`config.mk`:
```
export PLATFORM = sky130hd
export DESIGN_NAME = camera_top
export DESIGN_NICKNAME = d
export VERILOG_FILES = /design/src/common/camera_pkg.sv /design/src/image_buffer/buffer_writer.sv /design/src/image_buffer/image_buffer.sv /design/src/source/camera_registers.sv /design/src/source/camera_top.sv /design/src/source/frame_metering.sv /design/src/source/pixel_crop.sv
export SDC_FILE = /design/constraint.sdc
export NUM_CORES = 1
export LEC_CHECK = 0
export BUFFER_PORTS_ARGS = -buffer_cell sky130_fd_sc_hd__buf_4
export CORE_ASPECT_RATIO = 0.7
export CORE_MARGIN = 5
export CORE_UTILIZATION = 63
export DETAILED_ROUTE_END_ITERATION = 12
export PLACE_DENSITY = 0.77
export SETUP_SLACK_MARGIN = 0.5
export SLEW_MARGIN = 20
export SYNTH_ARGS = -nofsm -noshare
export SYNTH_HDL_FRONTEND = slang
export SYNTH_SLANG_ARGS = --single-unit
```
`constraint.sdc`:
```
create_clock -name mipi_byte_clock -period 4.4 [get_ports mipi_byte_clock]
set_input_delay 0.66 -clock mipi_byte_clock [delete_from_list [all_inputs] [get_ports mipi_byte_clock]]
set_output_delay 0.66 -clock mipi_byte_clock [all_outputs]
set_load 0.005 [all_outputs]
```
`src/common/camera_pkg.sv`:
```
////////////////////////////////////////////////////////////
// Shared widths, stream and buffer request types, opcodes
// Imported by every block of the camera capture subsystem
////////////////////////////////////////////////////////////

package camera_pkg;

    parameter int pixel_width = 10;          // Raw Bayer sample
    parameter int buffer_address_width = 12; // Up to 4096 image bytes

    // Status byte layout, upper bits read as zero
    parameter int status_image_ready_bit = 0;
    parameter int status_capture_busy_bit = 1;

    // Byte-to-pixel style stream, plain levels
    typedef struct packed {
        logic frame_valid;
        logic line_valid;
        logic [pixel_width-1:0] data;
    } pixel_stream_t;

    // One access toward the image buffer arbiter
    typedef struct packed {
        logic request;
        logic write; // Low for a read
        logic [buffer_address_width-1:0] address;
        logic [7:0] data;
    } buffer_request_t;

    typedef enum logic [7:0] {
        op_start_capture = 8'h20,
        op_read_status = 8'h21,
        op_read_metering = 8'h22,
        op_read_image = 8'h23,
        op_reset_read_address = 8'h24
    } camera_opcode_t;

endpackage

```
`src/image_buffer/buffer_writer.sv`:
```
////////////////////////////////////////////////////////////
// Writes one cropped frame into the image buffer per start
////////////////////////////////////////////////////////////

`timescale 1ns/100ps

module buffer_writer (
    input logic mipi_byte_clock,
    input logic mipi_byte_reset_n,
    input camera_pkg::pixel_stream_t pixel_stream_i,
    input logic start_capture_i,
    input logic grant_i,
    output camera_pkg::buffer_request_t request_o,
    output logic image_ready_o,
    output logic capture_busy_o
);

    import camera_pkg::*;

    typedef enum logic [1:0] {
        idle,
        armed,    // Waiting for the next frame start
        capturing
    } writer_state_t;

    writer_state_t state;
    logic frame_valid_d;
    logic frame_rise;
    logic frame_fall;
    logic [buffer_address_width-1:0] write_address;

    assign frame_rise = pixel_stream_i.frame_valid && !frame_valid_d;
    assign frame_fall = frame_valid_d && !pixel_stream_i.frame_valid;

    always_ff @(posedge mipi_byte_clock or negedge mipi_byte_reset_n) begin
        if (!mipi_byte_reset_n) begin
            state <= idle;
            frame_valid_d <= 1'b0;
            write_address <= '0;
            image_ready_o <= 1'b0;
        end else begin
            frame_valid_d <= pixel_stream_i.frame_valid;

            case (state)
                idle: begin
                    if (start_capture_i) state <= armed;
                end
                armed: begin
                    if (frame_rise) begin
                        state <= capturing;
                        image_ready_o <= 1'b0; // Old image is about to be overwritten
                        write_address <= '0;
                    end
                end
                capturing: begin
                    if (request_o.request && grant_i) write_address <= write_address + 1'b1;
                    if (frame_fall) begin
                        state <= idle;
                        image_ready_o <= 1'b1;
                    end
                end
                default: state <= idle;
            endcase
        end
    end

    assign capture_busy_o = (state == capturing);

    // Upper 8 bits of each window pixel
    always_comb begin
        request_o.request = (state == capturing) && pixel_stream_i.line_valid;
        request_o.write = 1'b1;
        request_o.address = write_address;
        request_o.data = pixel_stream_i.data[pixel_width-1 -: 8];
    end

endmodule

```
`src/image_buffer/image_buffer.sv`:
```
////////////////////////////////////////////////////////////
// Byte image memory shared by writer and register reader
////////////////////////////////////////////////////////////

`timescale 1ns/100ps

module image_buffer #(
    parameter int depth = 4096
) (
    input logic mipi_byte_clock,
    input camera_pkg::buffer_request_t writer_request_i,
    input camera_pkg::buffer_request_t reader_request_i,
    output logic writer_grant_o,
    output logic reader_grant_o,
    output logic [7:0] read_data_o
);

    import camera_pkg::*;

    localparam int index_width = $clog2(depth);

    logic [7:0] memory [depth];
    buffer_request_t selected;
    logic [index_width-1:0] index;

    // Fixed priority, the writer is never stalled
    assign writer_grant_o = writer_request_i.request;
    assign reader_grant_o = reader_request_i.request && !writer_request_i.request;

    assign selected = writer_grant_o ? writer_request_i : reader_request_i;
    assign index = selected.address[index_width-1:0];

    // Single port, read data registered
    always_ff @(posedge mipi_byte_clock) begin
        if (selected.request) begin
            if (selected.write) memory[index] <= selected.data;
            else read_data_o <= memory[index];
        end
    end

endmodule

```
`src/source/camera_registers.sv`:
```
////////////////////////////////////////////////////////////
// Opcode register block for capture control and readback
////////////////////////////////////////////////////////////

`timescale 1ns/100ps

module camera_registers (
    input logic mipi_byte_clock,
    input logic mipi_byte_reset_n,
    input logic [7:0] opcode_i,
    input logic opcode_valid_i,
    input logic [7:0] metering_i,
    input logic metering_ready_i,
    input logic image_ready_i,
    input logic capture_busy_i,
    input logic grant_i,
    input logic [7:0] read_data_i,
    output camera_pkg::buffer_request_t request_o,
    output logic start_capture_o,
    output logic [7:0] response_o,
    output logic response_valid_o
);

    import camera_pkg::*;

    typedef enum logic [1:0] {
        idle,
        read_wait, // Lost arbitration to the writer
        read_data  // Buffer data arrives this cycle
    } read_state_t;

    read_state_t state;
    logic [7:0] metering_value;
    logic [7:0] status_byte;
    logic [buffer_address_width-1:0] read_address;
    logic read_start;

    assign read_start = (state == idle) && opcode_valid_i && (opcode_i == op_read_image);

    always_comb begin
        status_byte = '0;
        status_byte[status_image_ready_bit] = image_ready_i;
        status_byte[status_capture_busy_bit] = capture_busy_i;
    end

    // Read request goes out in the strobe cycle already
    always_comb begin
        request_o.request = read_start || (state == read_wait);
        request_o.write = 1'b0;
        request_o.address = read_address;
        request_o.data = '0;
    end

    always_ff @(posedge mipi_byte_clock or negedge mipi_byte_reset_n) begin
        if (!mipi_byte_reset_n) begin
            state <= idle;
            metering_value <= '0;
            read_address <= '0;
            start_capture_o <= 1'b0;
            response_valid_o <= 1'b0;
        end else begin
            start_capture_o <= 1'b0;
            response_valid_o <= 1'b0;

            if (metering_ready_i) metering_value <= metering_i;

            case (state)
                idle: begin
                    if (opcode_valid_i) begin
                        case (camera_opcode_t'(opcode_i))
                            op_start_capture: start_capture_o <= 1'b1;
                            op_read_status: response_valid_o <= 1'b1;
                            op_read_metering: response_valid_o <= 1'b1;
                            op_read_image: state <= grant_i ? read_data : read_wait;
                            op_reset_read_address: read_address <= '0;
                            default: ; // Unknown opcodes do nothing
                        endcase
                    end
                end
                read_wait: begin
                    if (grant_i) state <= read_data;
                end
                read_data: begin
                    response_valid_o <= 1'b1;
                    read_address <= read_address + 1'b1;
                    state <= idle;
                end
                default: state <= idle;
            endcase
        end
    end

    // Response byte, qualified by response_valid_o
    always_ff @(posedge mipi_byte_clock) begin
        if (state == read_data) begin
            response_o <= read_data_i;
        end else if (opcode_valid_i && state == idle) begin
            if (opcode_i == op_read_status) response_o <= status_byte;
            if (opcode_i == op_read_metering) response_o <= metering_value;
        end
    end

endmodule

```
`src/source/camera_top.sv`:
```
////////////////////////////////////////////////////////////
// Camera capture top, crop window set by the parameters
////////////////////////////////////////////////////////////

`timescale 1ns/100ps

module camera_top #(
    parameter int x_start = 4,
    parameter int y_start = 2,
    parameter int crop_width = 8,
    parameter int crop_height = 8
) (
    input logic mipi_byte_clock,
    input logic mipi_byte_reset_n,
    input camera_pkg::pixel_stream_t pixel_stream_i,
    input logic [7:0] opcode_i,
    input logic opcode_valid_i,
    output logic [7:0] response_o,
    output logic response_valid_o
);

    import camera_pkg::*;

    pixel_stream_t cropped_stream;
    logic [7:0] metering;
    logic metering_ready;
    logic start_capture;
    logic image_ready;
    logic capture_busy;
    buffer_request_t writer_request;
    buffer_request_t reader_request;
    logic writer_grant;
    logic reader_grant;
    logic [7:0] read_data;

    pixel_crop #(
        .x_start(x_start),
        .y_start(y_start),
        .crop_width(crop_width),
        .crop_height(crop_height)
    ) u_pixel_crop (
        .mipi_byte_clock(mipi_byte_clock),
        .mipi_byte_reset_n(mipi_byte_reset_n),
        .pixel_stream_i(pixel_stream_i),
        .pixel_stream_o(cropped_stream)
    );

    frame_metering #(
        .crop_width(crop_width),
        .crop_height(crop_height)
    ) u_frame_metering (
        .mipi_byte_clock(mipi_byte_clock),
        .mipi_byte_reset_n(mipi_byte_reset_n),
        .pixel_stream_i(cropped_stream),
        .metering_o(metering),
        .metering_ready_o(metering_ready)
    );

    buffer_writer u_buffer_writer (
        .mipi_byte_clock(mipi_byte_clock),
        .mipi_byte_reset_n(mipi_byte_reset_n),
        .pixel_stream_i(cropped_stream),
        .start_capture_i(start_capture),
        .grant_i(writer_grant),
        .request_o(writer_request),
        .image_ready_o(image_ready),
        .capture_busy_o(capture_busy)
    );

    // One byte per window pixel
    image_buffer #(
        .depth(crop_width * crop_height)
    ) u_image_buffer (
        .mipi_byte_clock(mipi_byte_clock),
        .writer_request_i(writer_request),
        .reader_request_i(reader_request),
        .writer_grant_o(writer_grant),
        .reader_grant_o(reader_grant),
        .read_data_o(read_data)
    );

    camera_registers u_camera_registers (
        .mipi_byte_clock(mipi_byte_clock),
        .mipi_byte_reset_n(mipi_byte_reset_n),
        .opcode_i(opcode_i),
        .opcode_valid_i(opcode_valid_i),
        .metering_i(metering),
        .metering_ready_i(metering_ready),
        .image_ready_i(image_ready),
        .capture_busy_i(capture_busy),
        .grant_i(reader_grant),
        .read_data_i(read_data),
        .request_o(reader_request),
        .start_capture_o(start_capture),
        .response_o(response_o),
        .response_valid_o(response_valid_o)
    );

endmodule

```
`src/source/frame_metering.sv`:
```
////////////////////////////////////////////////////////////
// Mean brightness of the cropped window, updated per frame
////////////////////////////////////////////////////////////

`timescale 1ns/100ps

module frame_metering #(
    parameter int crop_width = 8,  // Power of two
    parameter int crop_height = 8  // Power of two
) (
    input logic mipi_byte_clock,
    input logic mipi_byte_reset_n,
    input camera_pkg::pixel_stream_t pixel_stream_i,
    output logic [7:0] metering_o,
    output logic metering_ready_o
);

    import camera_pkg::*;

    localparam int shift = $clog2(crop_width * crop_height);
    localparam int sum_width = 8 + shift;

    logic [sum_width-1:0] sum;
    logic frame_valid_d;
    logic frame_fall;

    assign frame_fall = frame_valid_d && !pixel_stream_i.frame_valid;

    always_ff @(posedge mipi_byte_clock or negedge mipi_byte_reset_n) begin
        if (!mipi_byte_reset_n) begin
            sum <= '0;
            frame_valid_d <= 1'b0;
            metering_ready_o <= 1'b0;
        end else begin
            frame_valid_d <= pixel_stream_i.frame_valid;
            metering_ready_o <= frame_fall;

            if (frame_fall) begin
                sum <= '0;
            end else if (pixel_stream_i.line_valid) begin
                sum <= sum + sum_width'(pixel_stream_i.data[pixel_width-1 -: 8]);
            end
        end
    end

    // Divide by the window area, floor of the mean
    always_ff @(posedge mipi_byte_clock) begin
        if (frame_fall) metering_o <= sum[shift +: 8];
    end

endmodule

```
`src/source/pixel_crop.sv`:
```
////////////////////////////////////////////////////////////
// Fixed window crop of the raw pixel stream, one cycle delay
////////////////////////////////////////////////////////////

`timescale 1ns/100ps

module pixel_crop #(
    parameter int x_start = 0,
    parameter int y_start = 0,
    parameter int crop_width = 8,
    parameter int crop_height = 8
) (
    input logic mipi_byte_clock,
    input logic mipi_byte_reset_n,
    input camera_pkg::pixel_stream_t pixel_stream_i,
    output camera_pkg::pixel_stream_t pixel_stream_o
);

    localparam logic [15:0] x_first = 16'(x_start);
    localparam logic [15:0] x_last = 16'(x_start + crop_width);
    localparam logic [15:0] y_first = 16'(y_start);
    localparam logic [15:0] y_last = 16'(y_start + crop_height);

    logic [15:0] x_count; // Pixel within the current line
    logic [15:0] y_count; // Line within the current frame
    logic [15:0] y_now;
    logic line_valid_d;
    logic frame_valid_d;
    logic frame_rise;
    logic line_fall;
    logic in_window;

    assign frame_rise = pixel_stream_i.frame_valid && !frame_valid_d;
    assign line_fall = line_valid_d && !pixel_stream_i.line_valid;

    // A line may start together with the frame
    assign y_now = frame_rise ? '0 : y_count;

    assign in_window = pixel_stream_i.line_valid &&
                       x_count >= x_first && x_count < x_last &&
                       y_now >= y_first && y_now < y_last;

    always_ff @(posedge mipi_byte_clock or negedge mipi_byte_reset_n) begin
        if (!mipi_byte_reset_n) begin
            x_count <= '0;
            y_count <= '0;
            line_valid_d <= 1'b0;
            frame_valid_d <= 1'b0;
            pixel_stream_o <= '0;
        end else begin
            line_valid_d <= pixel_stream_i.line_valid;
            frame_valid_d <= pixel_stream_i.frame_valid;

            if (pixel_stream_i.line_valid) x_count <= x_count + 1'b1;
            else x_count <= '0;

            if (frame_rise) y_count <= '0;
            else if (line_fall) y_count <= y_count + 1'b1;

            pixel_stream_o.frame_valid <= pixel_stream_i.frame_valid;
            pixel_stream_o.line_valid <= in_window;
            pixel_stream_o.data <= pixel_stream_i.data;
        end
    end

endmodule

```
# --- After elaboration in Yosys (flattened, before gate mapping) ---
# Memories as Yosys holds them, arrays and structs flattened. A register that Yosys moved wholly into a read port is not among the register bits.
# Index checks and enable logic that the tools add are counted.
# Widths: inputs -> output; s select.
op_classes:
  eq_ne: 17
  add_sub_neg: 5
  magnitude_cmp: 4
  n_reduce_logical: 33
  bitwise: 1
  muxes: 38
op_table:
  columns: ["cell", "n"]
  rows:
  - ["$mux 16", 4]
  - ["$mux 12", 4]
  - ["$pmux 12 s2", 2]
  - ["$eq 8x6->1 const B", 5]
  - ["$add 16x1->16 const B", 2]
  - ["$lt 16x4->1 const B", 2]
  - ["$mux 8", 4]
  - ["$mux 14", 2]
  - ["$add 12x1->12 const B", 2]
  - ["$mux 22", 1]
  - ["$ge 16x2->1 const B", 1]
  - ["$ge 16x3->1 const B", 1]
  - ["$reduce_and 3->1", 5]
  - ["$add 14x8->14", 1]
  - ["$mux 2", 7]
  - ["$logic_and 1x1->1", 12]
  - ["$mux 1", 10]
  - ["$ne 2x2->1 const B", 5]
  - ["$reduce_bool 2->1", 5]
  - ["$ne 2x1->1 const B", 3]
  - ["$pmux 2 s3", 1]
  - ["$eq 2x1->1 const B", 2]
  - ["$eq 2x2->1 const B", 2]
  - ["$logic_not 1->1", 4]
  - ["8 further kinds", 11]
totals:
  reg_bits: 116
  mem_bits_rw: 512
  n_memories: 1
  elab_cells: 118
memory_table:
  columns: ["name", "depth", "width", "rd", "rd_clocked_by_memory_dff", "write_ports", "line_no", "text"]
  rows:
  - ["u_image_buffer.memory", 64, 8, 1, 1, 1, "image_buffer.sv:22", "logic [7:0] memory [depth];"]

# --- Longest topological paths before layout ---
depth:
  depth_word: 9
  ltp_mapped: 13
  depth_no_buf: 10

# --- Modules after synthesis ---
# From an unflattened synthesis, not the netlist that was laid out.
unflattened:
  hier_cells: 1852
  hier_area_um2: 26391.6
modules_own_cells:
  columns: ["module", "seq_area_each_um2", "cells_each", "area_each_um2", "instances"]
  rows:
  - ["image_buffer", 15615.0, 1288, 20477.1, 1]
  - ["pixel_crop", 1126.1, 194, 2023.2, 1]
  - ["camera_registers", 840.8, 138, 1591.5, 1]
  - ["frame_metering", 640.6, 118, 1278.7, 1]
  - ["buffer_writer", 400.4, 114, 1021.0, 1]

# --- Worst setup path before layout ---
# No wires, ideal clock.
synth_path:
  kind: "flip-flop to flip-flop"
  from: "register u_buffer_writer.state[0]"
  to: "memory u_image_buffer.memory[0][1] (data pin)"
  setup_time_ps: 499
  path_slack_ps: 1335
  t_arrival_ps: 2566
  stages_incl_launch_ff: 7
  path_buffers: 2
  path_cell_list: "dfrtp_1 > inv_1 > ha_1 > clkbuf_2 > nand2_1 > buf_2 > nor2_1"
synth_rtl:
  columns: ["item", "line_no", "text"]
  rows:
  - ["from (decl)", "buffer_writer.sv:26", "writer_state_t state;"]
  - ["from (signal assigned)", "buffer_writer.sv:37", "state <= idle;"]
  - ["from (signal assigned)", "buffer_writer.sv:46", "if (start_capture_i) state <= armed;"]
  - ["from (signal assigned)", "buffer_writer.sv:50", "state <= capturing;"]
  - ["to (decl)", "image_buffer.sv:22", null]

# --- Worst setup path in the final report ---
layout_path:
  from: "register u_buffer_writer.state[0]"
  to: "register u_image_buffer.read_data_o[2], read port of u_image_buffer.memory (data pin)"
layout_between:
  elab_chain_cells: 5
layout_rtl:
  columns: ["item", "line_no", "text"]
  rows:
  - ["$eq 2x2->1 (*)", null, null]
  - ["named net capture_busy", "camera_top.sv:29", "logic capture_busy;"]
  - ["$logic_and 1x1->1 (*)", "buffer_writer.sv:71", "request_o.request = (state == capturing) && pixel_stream_i.line_valid;"]
  - ["$mux 22 (*)", "image_buffer.sv:30", "assign selected = writer_grant_o ? writer_request_i : reader_request_i;"]
  - ["$not 1->1 (no line)", null, null]
  - ["$reduce_and 2->1 (no line)", null, null]
  - ["to (decl)", "image_buffer.sv:15", "output logic [7:0] read_data_o"]
# Mark *: on every way through the listed nets, which the timed path passes. The rest lies on a longest branch.
# A chain may end at the register's enable or synchronous reset.

==> out/metrics.csv <==
metric,value,unit
status,finished clean,
max-slew violation count,0,
first-pass GRT wire length,95800,um
PD cells,450,nW/um^2
static leakage,8.32,nW
setup ws final,0.624,ns
"EDFF count, synth",536,
IO buf count,29,
Num CTS Buffers,54,
Highest Clock Rate,265,MHz
DRT Pass-1 Iters,6,
Least-Margin Pin Slew,1.14,ns
max_cap viols,0,
maximum vdd drop,0.422,mV
Pwr Total,12.4,mW
Setup TNS,0,ns
CORE AREA,38400,sq um
Die W,246,um
Setup crit end kind,flop,
Via density,6.88,
per-cell routed wire length,28.4,um
crit-path cells,inv_1 > ha_1 > nand3b_1 > o22ai_2 > buf_4 > a22oi_1 > a31oi_1 > nor4_1 > nand3_1,
critical path class,reg -> reg,
"commonest non-fill, non-tap cells in the layout","edfxtp_1, a22oi_1, nor2_1, buf_4, dfrtp_1",
FILL cells,2465,
area delta synth->final,12.0,%
GRT overflow,0,
number of synthesized register bits,622,
Post-Syn Area,24500,sq um
# DRC,0,
fin nets,1731,
Mapped Cells,1616,
"commonest non-fill, non-tap cell in the layout",edfxtp_1,
WP data arrival,4.22,ns
worst path required time,4.85,ns
Min-Delay Path Class,in -> async,
Main synth FF type,edfxtp_1,
Clock Skews,0.0144,ns
largest net degree at the start of global routing,53,
Yosys warning total,0,
Area after DPL,25700,sq um
CTS tree,done,
placed cell count,2157,
initial core utilization,63.8,%
Vias,15600,
initial antenna violation count,1,
die outline area,43100,sq um
clk sink count,622,
Post-CTS Hold Fix Bufs,0,
Worst Setup Start Kind,flop,
Post-Route WL,64300,um
post-synthesis async set-or-reset flop share,13.8,%
slowest stage cell on the critical path,o22ai_2,
Final Util,71.5,%
Site Rows,60,
RSZ-0062 raised after global routing,no,
Finished Layout Cells,2262,
design area,27500,sq um
antenna-violating nets left,0,
"Avg Cell Area, Syn",15.2,sq um
Worst Path Buf+Inv,2,
sequential fraction of the synthesis area,74.4,%
Post-DP HPWL,42200,um
Mapped Nets,1656,
count of different cell masters after synthesis,61,
final hold violations,0,
Total GRT Usage,29.9,%
antenna cells,0,
r2r setup slk,0.62,ns
period utilization,85.8,%
share of cells above drive strength 1,13.6,%
min Tclk post-route,3.78,ns
die extent in y,175,um
clk slew on worst S/H paths,0.07,ns
pre-CTS setup slack,0.761,ns
Crit path max-delay family,compound AO/OA/AOI/OAI gates,
vias in the first global route,14800,
hold_ws,0.105,ns
Ports,32,
Root Buffer,clkbuf_16,
crit-path max FO,13,
Clock Latency Late Sink,0.58,ns
clock buffer depth,3,
GPL Wtd Cong,0.997,
relative slew slack,24.1,%
H-Tree Depth,2,
CP max stage delay,1.00,ns
DR iter-0 viols,2580,
final setup violating endpoints,0,
-- routing by layer --
layer | track usage [%] | part of all wire [%] | vias up | wire length [um]
met1 | 45.9 | 40 | 7723 | 25500
met2 | 43.2 | 43 | 1100 | 27800
met5 | 0 | 0.022 | - | 14
met3 | 8.62 | 15 | 134 | 9540
met4 | 7.30 | 2.4 | 2 | 1560
li1 | - | - | 6600 | -
-- final cells by class --
cell class,instances,area [sq um],share of cell area (%)
flip-flops and latches,622,18200,66.4
clock buffers,66,1450,5.27
well taps,527,659,2.40
repair buffers,106,841,3.06
multi-input cells,891,6010,21.9
clock inverters,34,221,0.806
inverters,16,60.1,0.218
-- flip-flops by register name (all words and copies together) (netlist names), 2 cells and up --
name / count
u_camera_registers.state: 2
u_pixel_crop.pixel_stream_o: 10
u_buffer_writer.write_address: 6
u_frame_metering.metering_o: 8
u_buffer_writer.state: 2
u_pixel_crop.y_count: 16
u_frame_metering.sum: 14
u_camera_registers.metering_value: 8
u_image_buffer.memory: 512
u_camera_registers.read_address: 6
u_pixel_crop.x_count: 16
u_camera_registers.response_o: 8
u_image_buffer.read_data_o: 8
-- synthesized netlist by cell type, types with 3 or more instances --
| library cell | instances | area share (%) |
|---|---|---|
| a2111oi_0 | 4 | 0.14 |
| a211oi_1 | 9 | 0.28 |
| a21o_1 | 7 | 0.21 |
| a21oi_1 | 49 | 1.0 |
| a221oi_1 | 24 | 0.86 |
| a222oi_1 | 24 | 0.98 |
| a22o_1 | 38 | 1.4 |
| a22oi_1 | 145 | 4.4 |
| a31oi_1 | 26 | 0.66 |
| a41oi_1 | 3 | 0.11 |
| and2_1 | 14 | 0.36 |
| and3_1 | 15 | 0.38 |
| buf_1 | 11 | 0.17 |
| buf_2 | 25 | 0.51 |
| clkbuf_1 | 50 | 0.76 |
| dfrtp_1 | 86 | 8.8 |
| edfxtp_1 | 536 | 66 |
| ha_1 | 16 | 0.82 |
| inv_1 | 16 | 0.24 |
| mux2_2 | 26 | 1.2 |
| mux2i_1 | 16 | 0.65 |
| nand2_1 | 74 | 1.1 |
| nand2b_1 | 12 | 0.31 |
| nand3_1 | 31 | 0.63 |
| nand3b_1 | 6 | 0.18 |
| nand4_1 | 19 | 0.48 |
| nand4b_1 | 6 | 0.21 |
| nor2_1 | 126 | 1.9 |
| nor2b_1 | 18 | 0.46 |
| nor3_1 | 24 | 0.49 |
| nor4_1 | 12 | 0.31 |
| o211ai_1 | 4 | 0.12 |
| o21ai_0 | 37 | 0.75 |
| o22ai_1 | 24 | 0.61 |
| o32ai_1 | 4 | 0.14 |
| or3_1 | 8 | 0.20 |
| xnor2_1 | 18 | 0.64 |
| xor2_1 | 20 | 0.71 |
-- report_power, final --
group / internal, mW / switching, mW / total [mW] / leakage, nW
clock network: 2.46 / 2.07 / 4.53 / 0.819
logic: 0.540 / 0.876 / 1.42 / 2.61
registers: 6.37 / 0.0477 / 6.42 / 4.90
total: 9.37 / 2.99 / 12.4 / 8.32
-- kinds of logic (layout without fill, tap and decap cells) --
kind of cell / Yosys count / count (layout) / share of synthesized area (%)
flip-flops: 622 / 622 / 74.4
AO/OA/AOI/OAI: 419 / 419 / 12.4
AND/OR/NAND/NOR: 374 / 374 / 7.35
buffers and inverters: 103 / 222 / 1.71
multiplexers: 43 / 43 / 1.89
XOR/XNOR: 38 / 38 / 1.36
adder cells (fa/ha/maj): 17 / 17 / 0.898
-- path summary, 6_finish.rpt --
kind	from	depth (start not counted)	end
setup / recovery	u_buffer_writer.state[0]	9	u_image_buffer.read_data_o[2]
hold / removal	mipi_byte_reset_n	1	u_frame_metering.sum[5]
setup reg to reg	u_buffer_writer.state[0]	9	u_image_buffer.read_data_o[2]
hold reg to reg	u_frame_metering.metering_o[7]	1	u_camera_registers.metering_value[7]
max in group asynchronous	mipi_byte_reset_n	2	u_pixel_crop.y_count[3]
min in group mipi_byte_clock	pixel_stream_i[5]	1	u_pixel_crop.pixel_stream_o[5]
-- timing repair --
item / CTS / global route
buffers inserted: 0 / 4
resized for setup: 0 / 2
endpoints found under the setup margin: 0 / 26
Note: power is estimated with default switching activity, not from simulation.
